File: src/design/overworld_macros.svh
`ifndef OVERWORLD_MACROS_SVH
`define OVERWORLD_MACROS_SVH

// --------------------------------------------------
// widths
// --------------------------------------------------
`define COORD_W 10
`define KEY_W 8

// walkable area edges, screen pixels
`define AREA_X_MIN 10'd79
`define AREA_X_MAX 10'd639
`define AREA_Y_MIN 10'd215
`define AREA_Y_MAX 10'd295

// player box
`define PLAYER_W 10'd16
`define PLAYER_H 10'd20
`define START_X 10'd79
`define START_Y 10'd215

// usb hid keycodes
`define KEY_UP 8'h52
`define KEY_DOWN 8'h51
`define KEY_LEFT 8'h50
`define KEY_RIGHT 8'h4F
`define KEY_CATCH 8'h06
`define KEY_RUN 8'h15

// sprite offset within one facing direction
`define SPR_STAND 2'd0
`define SPR_WALK_HI 2'd1
`define SPR_WALK_LO 2'd2

// animation limits, in ticks
`define WALK_WRAP 6'd32
`define WALK_HALF 5'd16
`define THROW_END 7'd64
`define BALL_F2 7'd16
`define BALL_F3 7'd32
`define BALL_END 8'd80

// apb register map
`define REG_SPEED 4'h0
`define REG_CREATURE_POS 4'h4
`define REG_CREATURE_SIZE 4'h8
`define REG_STATUS 4'hC

`endif

File: src/design/overworld_pkg.sv
`include "overworld_macros.svh"

package overworld_pkg;

    // --------------------------------------------------
    // geometry
    // --------------------------------------------------
    typedef struct packed {
        logic [`COORD_W-1:0] x;
        logic [`COORD_W-1:0] y;
    } pos_t;

    typedef struct packed {
        logic [`COORD_W-1:0] w;
        logic [`COORD_W-1:0] h;
    } size_t;

    // top-left corner plus extent
    typedef struct packed {
        pos_t  pos;
        size_t size;
    } box_t;

    // register block outputs
    typedef struct packed {
        logic [1:0] speed;
        box_t       creature;
        logic       present;
    } cfg_t;

    // order sets the sprite group, three codes each
    typedef enum logic [1:0] {
        dir_down  = 2'd0,
        dir_up    = 2'd1,
        dir_left  = 2'd2,
        dir_right = 2'd3
    } dir_t;

    // --------------------------------------------------
    // apb
    // --------------------------------------------------
    typedef struct packed {
        logic        psel;
        logic        penable;
        logic        pwrite;
        logic [3:0]  paddr;
        logic [31:0] pwdata;
    } apb_req_t;

    typedef struct packed {
        logic [31:0] prdata;
        logic        pready;
        logic        pslverr;
    } apb_rsp_t;

    typedef logic [3:0] sprite_t;

endpackage

File: src/design/overworld_regs.sv
`timescale 1ns/1ns
`include "overworld_macros.svh"

module overworld_regs (
    input  logic                     frame_clk,
    input  logic                     Reset,
    input  overworld_pkg::apb_req_t  apb,
    output overworld_pkg::apb_rsp_t  apb_rsp,
    input  logic                     caught,
    input  logic [7:0]               caught_count,
    output overworld_pkg::cfg_t      cfg
);
    import overworld_pkg::*;

    localparam int PAD = 16 - `COORD_W;

    logic        access;
    logic        wr;
    logic        speed_ok;
    logic        err;
    logic [31:0] rdata;

    // access phase of a transfer, no wait states
    assign access = apb.psel && apb.penable;
    assign wr = access && apb.pwrite;
    // only 1x and 2x walking
    assign speed_ok = (apb.pwdata == 32'd1) || (apb.pwdata == 32'd2);

    // --------------------------------------------------
    // error decode
    // --------------------------------------------------
    always_comb
    begin
        err = 1'b0;
        if (wr)
        begin
            case (apb.paddr)
                `REG_SPEED:         err = !speed_ok;
                `REG_CREATURE_POS:  err = 1'b0;
                `REG_CREATURE_SIZE: err = 1'b0;
                // status is read only
                default:            err = 1'b1;
            endcase
        end
    end

    // readback mux, x in low half and y in high half
    always_comb
    begin
        case (apb.paddr)
            `REG_SPEED:
                rdata = {30'd0, cfg.speed};
            `REG_CREATURE_POS:
                rdata = {{PAD{1'b0}}, cfg.creature.pos.y, {PAD{1'b0}}, cfg.creature.pos.x};
            `REG_CREATURE_SIZE:
                rdata = {{PAD{1'b0}}, cfg.creature.size.h, {PAD{1'b0}}, cfg.creature.size.w};
            `REG_STATUS:
                rdata = {16'd0, caught_count, 7'd0, cfg.present};
            default:
                rdata = 32'd0;
        endcase
    end

    assign apb_rsp.prdata = rdata;
    assign apb_rsp.pready = 1'b1;
    assign apb_rsp.pslverr = err;

    // --------------------------------------------------
    // registers
    // --------------------------------------------------
    always_ff @(posedge frame_clk or posedge Reset)
    begin
        if (Reset)
        begin
            cfg.speed <= 2'd1;
            cfg.creature <= '0;
            cfg.present <= 1'b0;
        end
        else
        begin
            // a catch removes the creature
            if (caught)
                cfg.present <= 1'b0;
            if (wr && !err)
            begin
                case (apb.paddr)
                    `REG_SPEED:
                        cfg.speed <= apb.pwdata[1:0];
                    `REG_CREATURE_POS:
                    begin
                        cfg.creature.pos.x <= apb.pwdata[`COORD_W-1:0];
                        cfg.creature.pos.y <= apb.pwdata[16+`COORD_W-1:16];
                        // placing it again re-arms the encounter
                        cfg.present <= 1'b1;
                    end
                    `REG_CREATURE_SIZE:
                    begin
                        cfg.creature.size.w <= apb.pwdata[`COORD_W-1:0];
                        cfg.creature.size.h <= apb.pwdata[16+`COORD_W-1:16];
                    end
                    default:
                    begin
                    end
                endcase
            end
        end
    end

endmodule

File: src/design/walker.sv
`timescale 1ns/1ns
`include "overworld_macros.svh"

module walker (
    input  logic                    frame_clk,
    input  logic                    Reset,
    input  logic [`KEY_W-1:0]       keycode,
    input  overworld_pkg::cfg_t     cfg,
    input  logic                    fight,
    output overworld_pkg::pos_t     pos,
    output overworld_pkg::sprite_t  sprite,
    output logic                    started,
    output logic                    encounter
);
    import overworld_pkg::*;

    logic                arrow;
    dir_t                key_dir;
    dir_t                last_dir;
    logic                moving;
    pos_t                next_pos;
    logic [`COORD_W-1:0] step;
    logic [`COORD_W:0]   nx_end;
    logic [`COORD_W:0]   ny_end;
    logic [`COORD_W:0]   cx_end;
    logic [`COORD_W:0]   cy_end;
    logic                overlap;
    logic [4:0]          walk_cnt;
    logic [5:0]          walk_sum;
    logic [5:0]          walk_next;
    logic [1:0]          frame;

    // three codes per facing direction
    function automatic sprite_t sprite_code(input dir_t d, input logic [1:0] f);
        sprite_t base;
        base = {2'b00, d};
        return base * 4'd3 + {2'b00, f};
    endfunction

    // --------------------------------------------------
    // key decode
    // --------------------------------------------------
    always_comb
    begin
        arrow = 1'b1;
        key_dir = last_dir;
        case (keycode)
            `KEY_UP:    key_dir = dir_up;
            `KEY_DOWN:  key_dir = dir_down;
            `KEY_LEFT:  key_dir = dir_left;
            `KEY_RIGHT: key_dir = dir_right;
            default:    arrow = 1'b0;
        endcase
    end

    assign moving = started && !fight && arrow;
    assign step = {{(`COORD_W-2){1'b0}}, cfg.speed};

    // next position, clamped so the whole box stays inside
    always_comb
    begin
        next_pos = pos;
        case (key_dir)
            dir_up:
                if (pos.y < `AREA_Y_MIN + step)
                    next_pos.y = `AREA_Y_MIN;
                else
                    next_pos.y = pos.y - step;
            dir_down:
                if (pos.y + step > `AREA_Y_MAX - `PLAYER_H)
                    next_pos.y = `AREA_Y_MAX - `PLAYER_H;
                else
                    next_pos.y = pos.y + step;
            dir_left:
                if (pos.x < `AREA_X_MIN + step)
                    next_pos.x = `AREA_X_MIN;
                else
                    next_pos.x = pos.x - step;
            default:
                if (pos.x + step > `AREA_X_MAX - `PLAYER_W)
                    next_pos.x = `AREA_X_MAX - `PLAYER_W;
                else
                    next_pos.x = pos.x + step;
        endcase
    end

    // --------------------------------------------------
    // creature overlap
    // --------------------------------------------------
    // one extra bit so far edges cannot wrap
    assign nx_end = {1'b0, next_pos.x} + `PLAYER_W;
    assign ny_end = {1'b0, next_pos.y} + `PLAYER_H;
    assign cx_end = {1'b0, cfg.creature.pos.x} + {1'b0, cfg.creature.size.w};
    assign cy_end = {1'b0, cfg.creature.pos.y} + {1'b0, cfg.creature.size.h};
    assign overlap = (next_pos.x < cx_end) && (cfg.creature.pos.x < nx_end)
                  && (next_pos.y < cy_end) && (cfg.creature.pos.y < ny_end);
    // fight rises on this edge, so high for one cycle only
    assign encounter = moving && cfg.present && overlap;

    // walk counter wraps at 32
    assign walk_sum = {1'b0, walk_cnt} + {4'd0, cfg.speed};
    assign walk_next = (walk_sum >= `WALK_WRAP) ? walk_sum - `WALK_WRAP : walk_sum;
    assign frame = (walk_cnt >= `WALK_HALF) ? `SPR_WALK_HI : `SPR_WALK_LO;

    // --------------------------------------------------
    // state
    // --------------------------------------------------
    always_ff @(posedge frame_clk or posedge Reset)
    begin
        if (Reset)
        begin
            pos.x <= `START_X;
            pos.y <= `START_Y;
            last_dir <= dir_down;
            walk_cnt <= 5'd0;
            started <= 1'b0;
            sprite <= '0;
        end
        else
        begin
            // any key starts the game, motion from next frame on
            if (!started && keycode != '0)
                started <= 1'b1;
            if (moving)
            begin
                last_dir <= key_dir;
                walk_cnt <= walk_next[4:0];
                sprite <= sprite_code(key_dir, frame);
                // bumping the creature holds the player in place
                if (!encounter)
                    pos <= next_pos;
            end
            else
                sprite <= sprite_code(last_dir, `SPR_STAND);
        end
    end

endmodule

File: src/design/catch_sequencer.sv
`timescale 1ns/1ns
`include "overworld_macros.svh"

module catch_sequencer (
    input  logic                 frame_clk,
    input  logic                 Reset,
    input  logic [`KEY_W-1:0]    keycode,
    input  overworld_pkg::cfg_t  cfg,
    input  logic                 encounter,
    output logic                 fight,
    output logic [2:0]           throw_frame,
    output logic [1:0]           ball_frame,
    output logic                 caught,
    output logic [7:0]           caught_count
);
    import overworld_pkg::*;

    logic       throwing;
    logic [6:0] throw_tick;
    logic [6:0] ball_tick;
    logic [6:0] step;
    logic [7:0] ball_sum;
    logic       in_ball;

    assign step = {5'd0, cfg.speed};
    // throw animation done, ball wobbling
    assign in_ball = throw_tick >= `THROW_END;
    assign ball_sum = {1'b0, ball_tick} + {1'b0, step};

    // last wobble tick, fight and present fall on the same edge
    assign caught = throwing && in_ball && (ball_sum >= `BALL_END);

    // --------------------------------------------------
    // animation frames
    // --------------------------------------------------
    // four throw frames of 16 ticks each
    assign throw_frame = (throwing && !in_ball) ? {1'b0, throw_tick[5:4]} + 3'd1 : 3'd0;

    always_comb
    begin
        ball_frame = 2'd0;
        if (throwing && in_ball)
        begin
            if (ball_tick < `BALL_F2)
                ball_frame = 2'd1;
            else if (ball_tick < `BALL_F3)
                ball_frame = 2'd2;
            else
                ball_frame = 2'd3;
        end
    end

    // --------------------------------------------------
    // encounter state
    // --------------------------------------------------
    always_ff @(posedge frame_clk or posedge Reset)
    begin
        if (Reset)
        begin
            fight <= 1'b0;
            throwing <= 1'b0;
            throw_tick <= 7'd0;
            ball_tick <= 7'd0;
            caught_count <= 8'd0;
        end
        else if (caught)
        begin
            fight <= 1'b0;
            throwing <= 1'b0;
            throw_tick <= 7'd0;
            ball_tick <= 7'd0;
            caught_count <= caught_count + 8'd1;
        end
        else if (throwing)
        begin
            // keys are ignored until the ball settles
            if (!in_ball)
                throw_tick <= throw_tick + step;
            else
                ball_tick <= ball_sum[6:0];
        end
        else if (fight)
        begin
            if (keycode == `KEY_CATCH)
            begin
                throwing <= 1'b1;
                throw_tick <= 7'd0;
                ball_tick <= 7'd0;
            end
            // escape, count unchanged
            else if (keycode == `KEY_RUN)
                fight <= 1'b0;
        end
        else if (encounter)
            fight <= 1'b1;
    end

endmodule

File: src/design/overworld_top.sv
`timescale 1ns/1ns
`include "overworld_macros.svh"

module overworld_top (
    input  logic                     frame_clk,
    input  logic                     Reset,
    input  logic [`KEY_W-1:0]        keycode,
    input  overworld_pkg::apb_req_t  apb,
    output overworld_pkg::apb_rsp_t  apb_rsp,
    output overworld_pkg::pos_t      pos,
    output overworld_pkg::sprite_t   sprite,
    output logic                     started,
    output logic                     fight,
    output logic [2:0]               throw_frame,
    output logic [1:0]               ball_frame,
    output logic [7:0]               caught_count
);
    import overworld_pkg::*;

    // speed, creature box and present flag
    cfg_t cfg;
    // one-cycle handshakes between the blocks
    logic caught;
    logic encounter;

    // --------------------------------------------------
    // register block
    // --------------------------------------------------
    overworld_regs u_regs (
        .frame_clk    (frame_clk),
        .Reset        (Reset),
        .apb          (apb),
        .apb_rsp      (apb_rsp),
        .caught       (caught),
        .caught_count (caught_count),
        .cfg          (cfg)
    );

    // overworld motion
    walker u_walker (
        .frame_clk (frame_clk),
        .Reset     (Reset),
        .keycode   (keycode),
        .cfg       (cfg),
        .fight     (fight),
        .pos       (pos),
        .sprite    (sprite),
        .started   (started),
        .encounter (encounter)
    );

    // encounter and catch
    catch_sequencer u_catch (
        .frame_clk    (frame_clk),
        .Reset        (Reset),
        .keycode      (keycode),
        .cfg          (cfg),
        .encounter    (encounter),
        .fight        (fight),
        .throw_frame  (throw_frame),
        .ball_frame   (ball_frame),
        .caught       (caught),
        .caught_count (caught_count)
    );

endmodule

File: config.mk
export PLATFORM = sky130hd
export DESIGN_NAME = overworld_top
export DESIGN_NICKNAME = d
export VERILOG_FILES = /design/src/design/overworld_pkg.sv /design/src/design/overworld_regs.sv /design/src/design/walker.sv /design/src/design/catch_sequencer.sv /design/src/design/overworld_top.sv
export VERILOG_INCLUDE_DIRS = /design/src /design/src/design
export SDC_FILE = /design/constraint.sdc
export NUM_CORES = 1
export LEC_CHECK = 0
export ABC_AREA = 1
export CAP_MARGIN = 25
export CORE_ASPECT_RATIO = 1.25
export CORE_MARGIN = 1.5
export CORE_UTILIZATION = 55
export CTS_BUF_LIST = sky130_fd_sc_hd__clkbuf_16
export CTS_CLUSTER_DIAMETER = 150
export CTS_CLUSTER_SIZE = 20
export DETAILED_ROUTE_END_ITERATION = 8
export DONT_BUFFER_PORTS = 1
export GPL_TIMING_DRIVEN = 0
export PLACE_DENSITY_LB_ADDON = 0.08
export SLEW_MARGIN = 0
export SYNTH_ARGS = -nofsm -noshare
export SYNTH_HDL_FRONTEND = slang
export SYNTH_SLANG_ARGS = --single-unit
File: constraint.sdc
create_clock -name frame_clk -period 6 [get_ports frame_clk]
set_input_delay 0.9 -clock frame_clk [delete_from_list [all_inputs] [get_ports frame_clk]]
set_output_delay 0.9 -clock frame_clk [all_outputs]
set_load 0.01 [all_outputs]
==> results.yml <==
drt:
  via_per_inst: 5.418
  drtPass1Iterations: 5
  vias: 7911
  wl_per_cell_um: 15.35
  ant_nets: 0
  drc: 0
  drtIter0Drc: 534
  wirelength_mm: 22.41
setup_path:
  rr_endpoint: "u_walker.pos[14]"
  worstSetupEndpointType: "flip-flop"
  rr_startpoint: "u_regs.cfg[42]"
  path_class: "input pin to flip-flop"
  r2r_slack_ps: 700
  cp.arrival_ps: 5970
  start_kind: "input pin"
  cp.required_ps: 6250
  crit_fanout: 10
  cpPeakStageDelay_ps: 360
  slowest_stage: "a22oi_1"
  crit_path_frequent_cell: "inv_1"
  rr_worst_depth: 29
yosys:
  synthDominantCellAreaShare_pct: 25.11
  synth.area.top_cells: "dfrtp_1 25%, ha_1 13%, nand2_1 13%, inv_1 8.1%, nand3_1 5.3%"
  synth_most_common_cell: "nand2_1"
  async_flop_share_pct: 100.0
  synth-seq-area-share_pct: 28.75
  synth_top_flop_cell: "dfrtp_1"
  yosys.area_share.simple_pct: 27.25
  syn_area_mm2: 0.008670
  synth.area.mux_share_pct: 0
  postSynthAreaPerCell_um2: 7.083
  syn_inst: 1224
  synth_top_family_by_area: "simple AND/OR/NAND/NOR gates"
  synth_xor_area_share_pct: 5.152
  synth_edf_count: 0
  ys_seq_elements: 99
  ys_types: 50
  yosysTopAreaCell: "dfrtp_1"
  synth_fa_ha_area_share_pct: 15.82
  ys_top_cells_by_count: "303 x nand2_1, 188 x inv_1, 92 x ha_1, 92 x nand3_1, 89 x nor2_1"
  synth_compound_area_share_pct: 12.09
  yosys_warnings: 0
power_and_ir_drop:
  power_uw: 2634
  p_per_area_mw_per_mm2: 282.7
  vdd_drop_max_v: 0.0001408
  p_leak_uw: 0.004775
layout:
  drive_gt1_share_pct: 6.490
  fin_util_pct: 60.10
  final_cells: 1460
  n_fill_cell: 1505
  diodes: 0
  fin_nets: 1395
  design_area_mm2: 0.009319
  area_growth_syn_to_layout_pct: 7.490
sta:
  max_slew.worst_pin.slew_ps: 791.6
  max_freq_mhz: 175.0
  fin_setup_tns_ps: 0
  finClkSkew_ps: 6.673
  drv_slew: 0
  finalSetupViolCount: 0
  hold_viol: 0
  period_minus_slack_ps: 5715
  slew_headroom_pct: 45.86
  fin_crit_sh_pct: 95.24
clocking:
  clkTransAtPathRegs_ps: 80
  cts_buffers: 9
  cts_tree: "built"
  clock_latency_ps: 360
  clock_path_buffers: 2
  hold_buffers: 0
  root_buffer: "clkbuf_16"
  htree_num_levels: 3
  clock-sinks: 99
global_route:
  gr-total-overflow: 0
  grt.busiest_layer: "met2"
  grt_pass1_vias: 7403
  grt_pass1_wl_mm: 36.38
  track_usage_pct: 28.14
  antenna_found_initial: 0
  use_met1_pct: 37.63
  use_met3_pct: 5.567
  grt_max_degree: 58
  grt_util_met2_pct: 45.77
hold_path:
  hold_depth: 2
  hold_path_end: "u_walker.walk_cnt[0]"
  min_path_type: "flip-flop to flip-flop"
  hp-start: "u_walker.walk_cnt[0]"
floorplan:
  initial_core_util_pct: 55.91
  fp-row-count: 51
  ios: 122
  die_h_um: 143.4
  die_w_um: 115.3
  dieArea_mm2: 0.01653
  coreArea_mm2: 0.01551
placed_design:
  port_buffers: 0
  hpwl_mm: 17.47
  routabilityCongestion: 0.9407
  postPlaceCellArea_mm2: 0.008984
  place_inst: 1442
outcome:
  status: "finished clean"
job:
  cap_violations: 0
-- logic make-up after synthesis --
group | after synthesis
flip-flops | 99
other | 2
AO/OA/AOI/OAI | 186
buffers and inverters | 231
AND/OR/NAND/NOR | 552
XOR/XNOR | 51
adder cells (fa/ha/maj) | 103
-- critical path, delay by kind of cell --
| kind | cells | cell delay (ps) |
|---|---|---|
| AND/OR/NAND/NOR | 15 | 1860 |
| buffers and inverters | 10 | 1330 |
| AO/OA/AOI/OAI | 4 | 890 |
| adder cells (fa/ha/maj) | 3 | 820 |
| XOR/XNOR | 1 | 160 |
-- stage by stage --
stage               hold WS (ps)  setup slack [ps]
finish                     481.6             285.3
global route               501.5            -17.52
CTS                        485.1             32.01
detailed placement         467.0            -348.5
global placement           457.3            -269.6
floorplan                  442.3             877.7
-- registers in the layout, indices dropped and copies added (netlist names) --
register	count
u_walker.walk_cnt	5
u_catch.caught_count	8
u_walker.started	1
u_catch.throw_tick	7
u_catch.ball_tick	7
u_regs.cfg	43
u_catch.throwing	1
u_catch.fight	1
u_walker.pos	20
u_walker.sprite	4
u_walker.last_dir	2
-- how the worst max path moves through the flow --
stage / start / slack (ps) / cells after the start / end
final: keycode[4] / 290 / 33 / u_walker.pos[14]
after global routing: keycode[4] / -20 / 34 / u_walker.pos[4]
after CTS: keycode[1] / 30 / 30 / u_walker.pos[14]
after detailed placement: keycode[1] / -350 / 30 / u_walker.pos[14]
after global placement: keycode[1] / -270 / 30 / u_walker.pos[14]
after floorplan: keycode[4] / 880 / 33 / u_walker.pos[14]
-- final cells by class --
cell class                 count  area [um2]  share of cell area, %
multi-input combinational    899        5266                  56.51
timing repair buffer           3       42.54                 0.4565
clock buffer                   9       225.2                  2.417
inverter                     192       723.2                  7.760
clock inverter                 7       83.83                 0.8996
buffer                        39       220.2                  2.363
sequential                    99        2492                  26.75
tap                          212       265.3                  2.846
-- layer usage --
layer  vias up  wire length [um]
met5         -                 0
met4         0               469
met3        31              1435
met2       235             10550
met1      3655              9957
li1       3990                 -
-- cell usage in the layout, fill, tap and decap left out, drive strengths merged --
master	n
nand2	310
inv	192
nand3	95
nor2	93
ha	92
dfrtp	87
o21ai	83
a21oi	53
xor2	40
buf	27
nor3	25
clkbuf	24
o22ai	22
nand4	13
dfstp	12
xnor2	11
fa	11
conb	7
nor4	6
clkinv	6
or4	5
o21bai	4
a22oi	4
o21a	3
o211ai	3
or2	2
nand3b	2
a211oi	2
a21boi	2
a22o	2
nor3b	1
a31oi	1
o31ai	1
o32ai	1
a32oi	1
a2111oi	1
a221oi	1
o221ai	1
a31o	1
bufinv	1
-- timing repair --
item / 4_1_cts / 5_1_grt
resized for setup: 0 / 2
setup buffers: 0 / 2
setup endpoints to repair: 0 / 21
endpoints found under the hold margin: 0 / 0
-- report_power, final --
| group | total [uW] | switching, uW | internal, uW |
|---|---|---|---|
| combinational | 1100 | 687 | 416 |
| sequential | 903 | 131 | 773 |
| clock | 629 | 297 | 332 |
(Power assumes the default switching activity.)
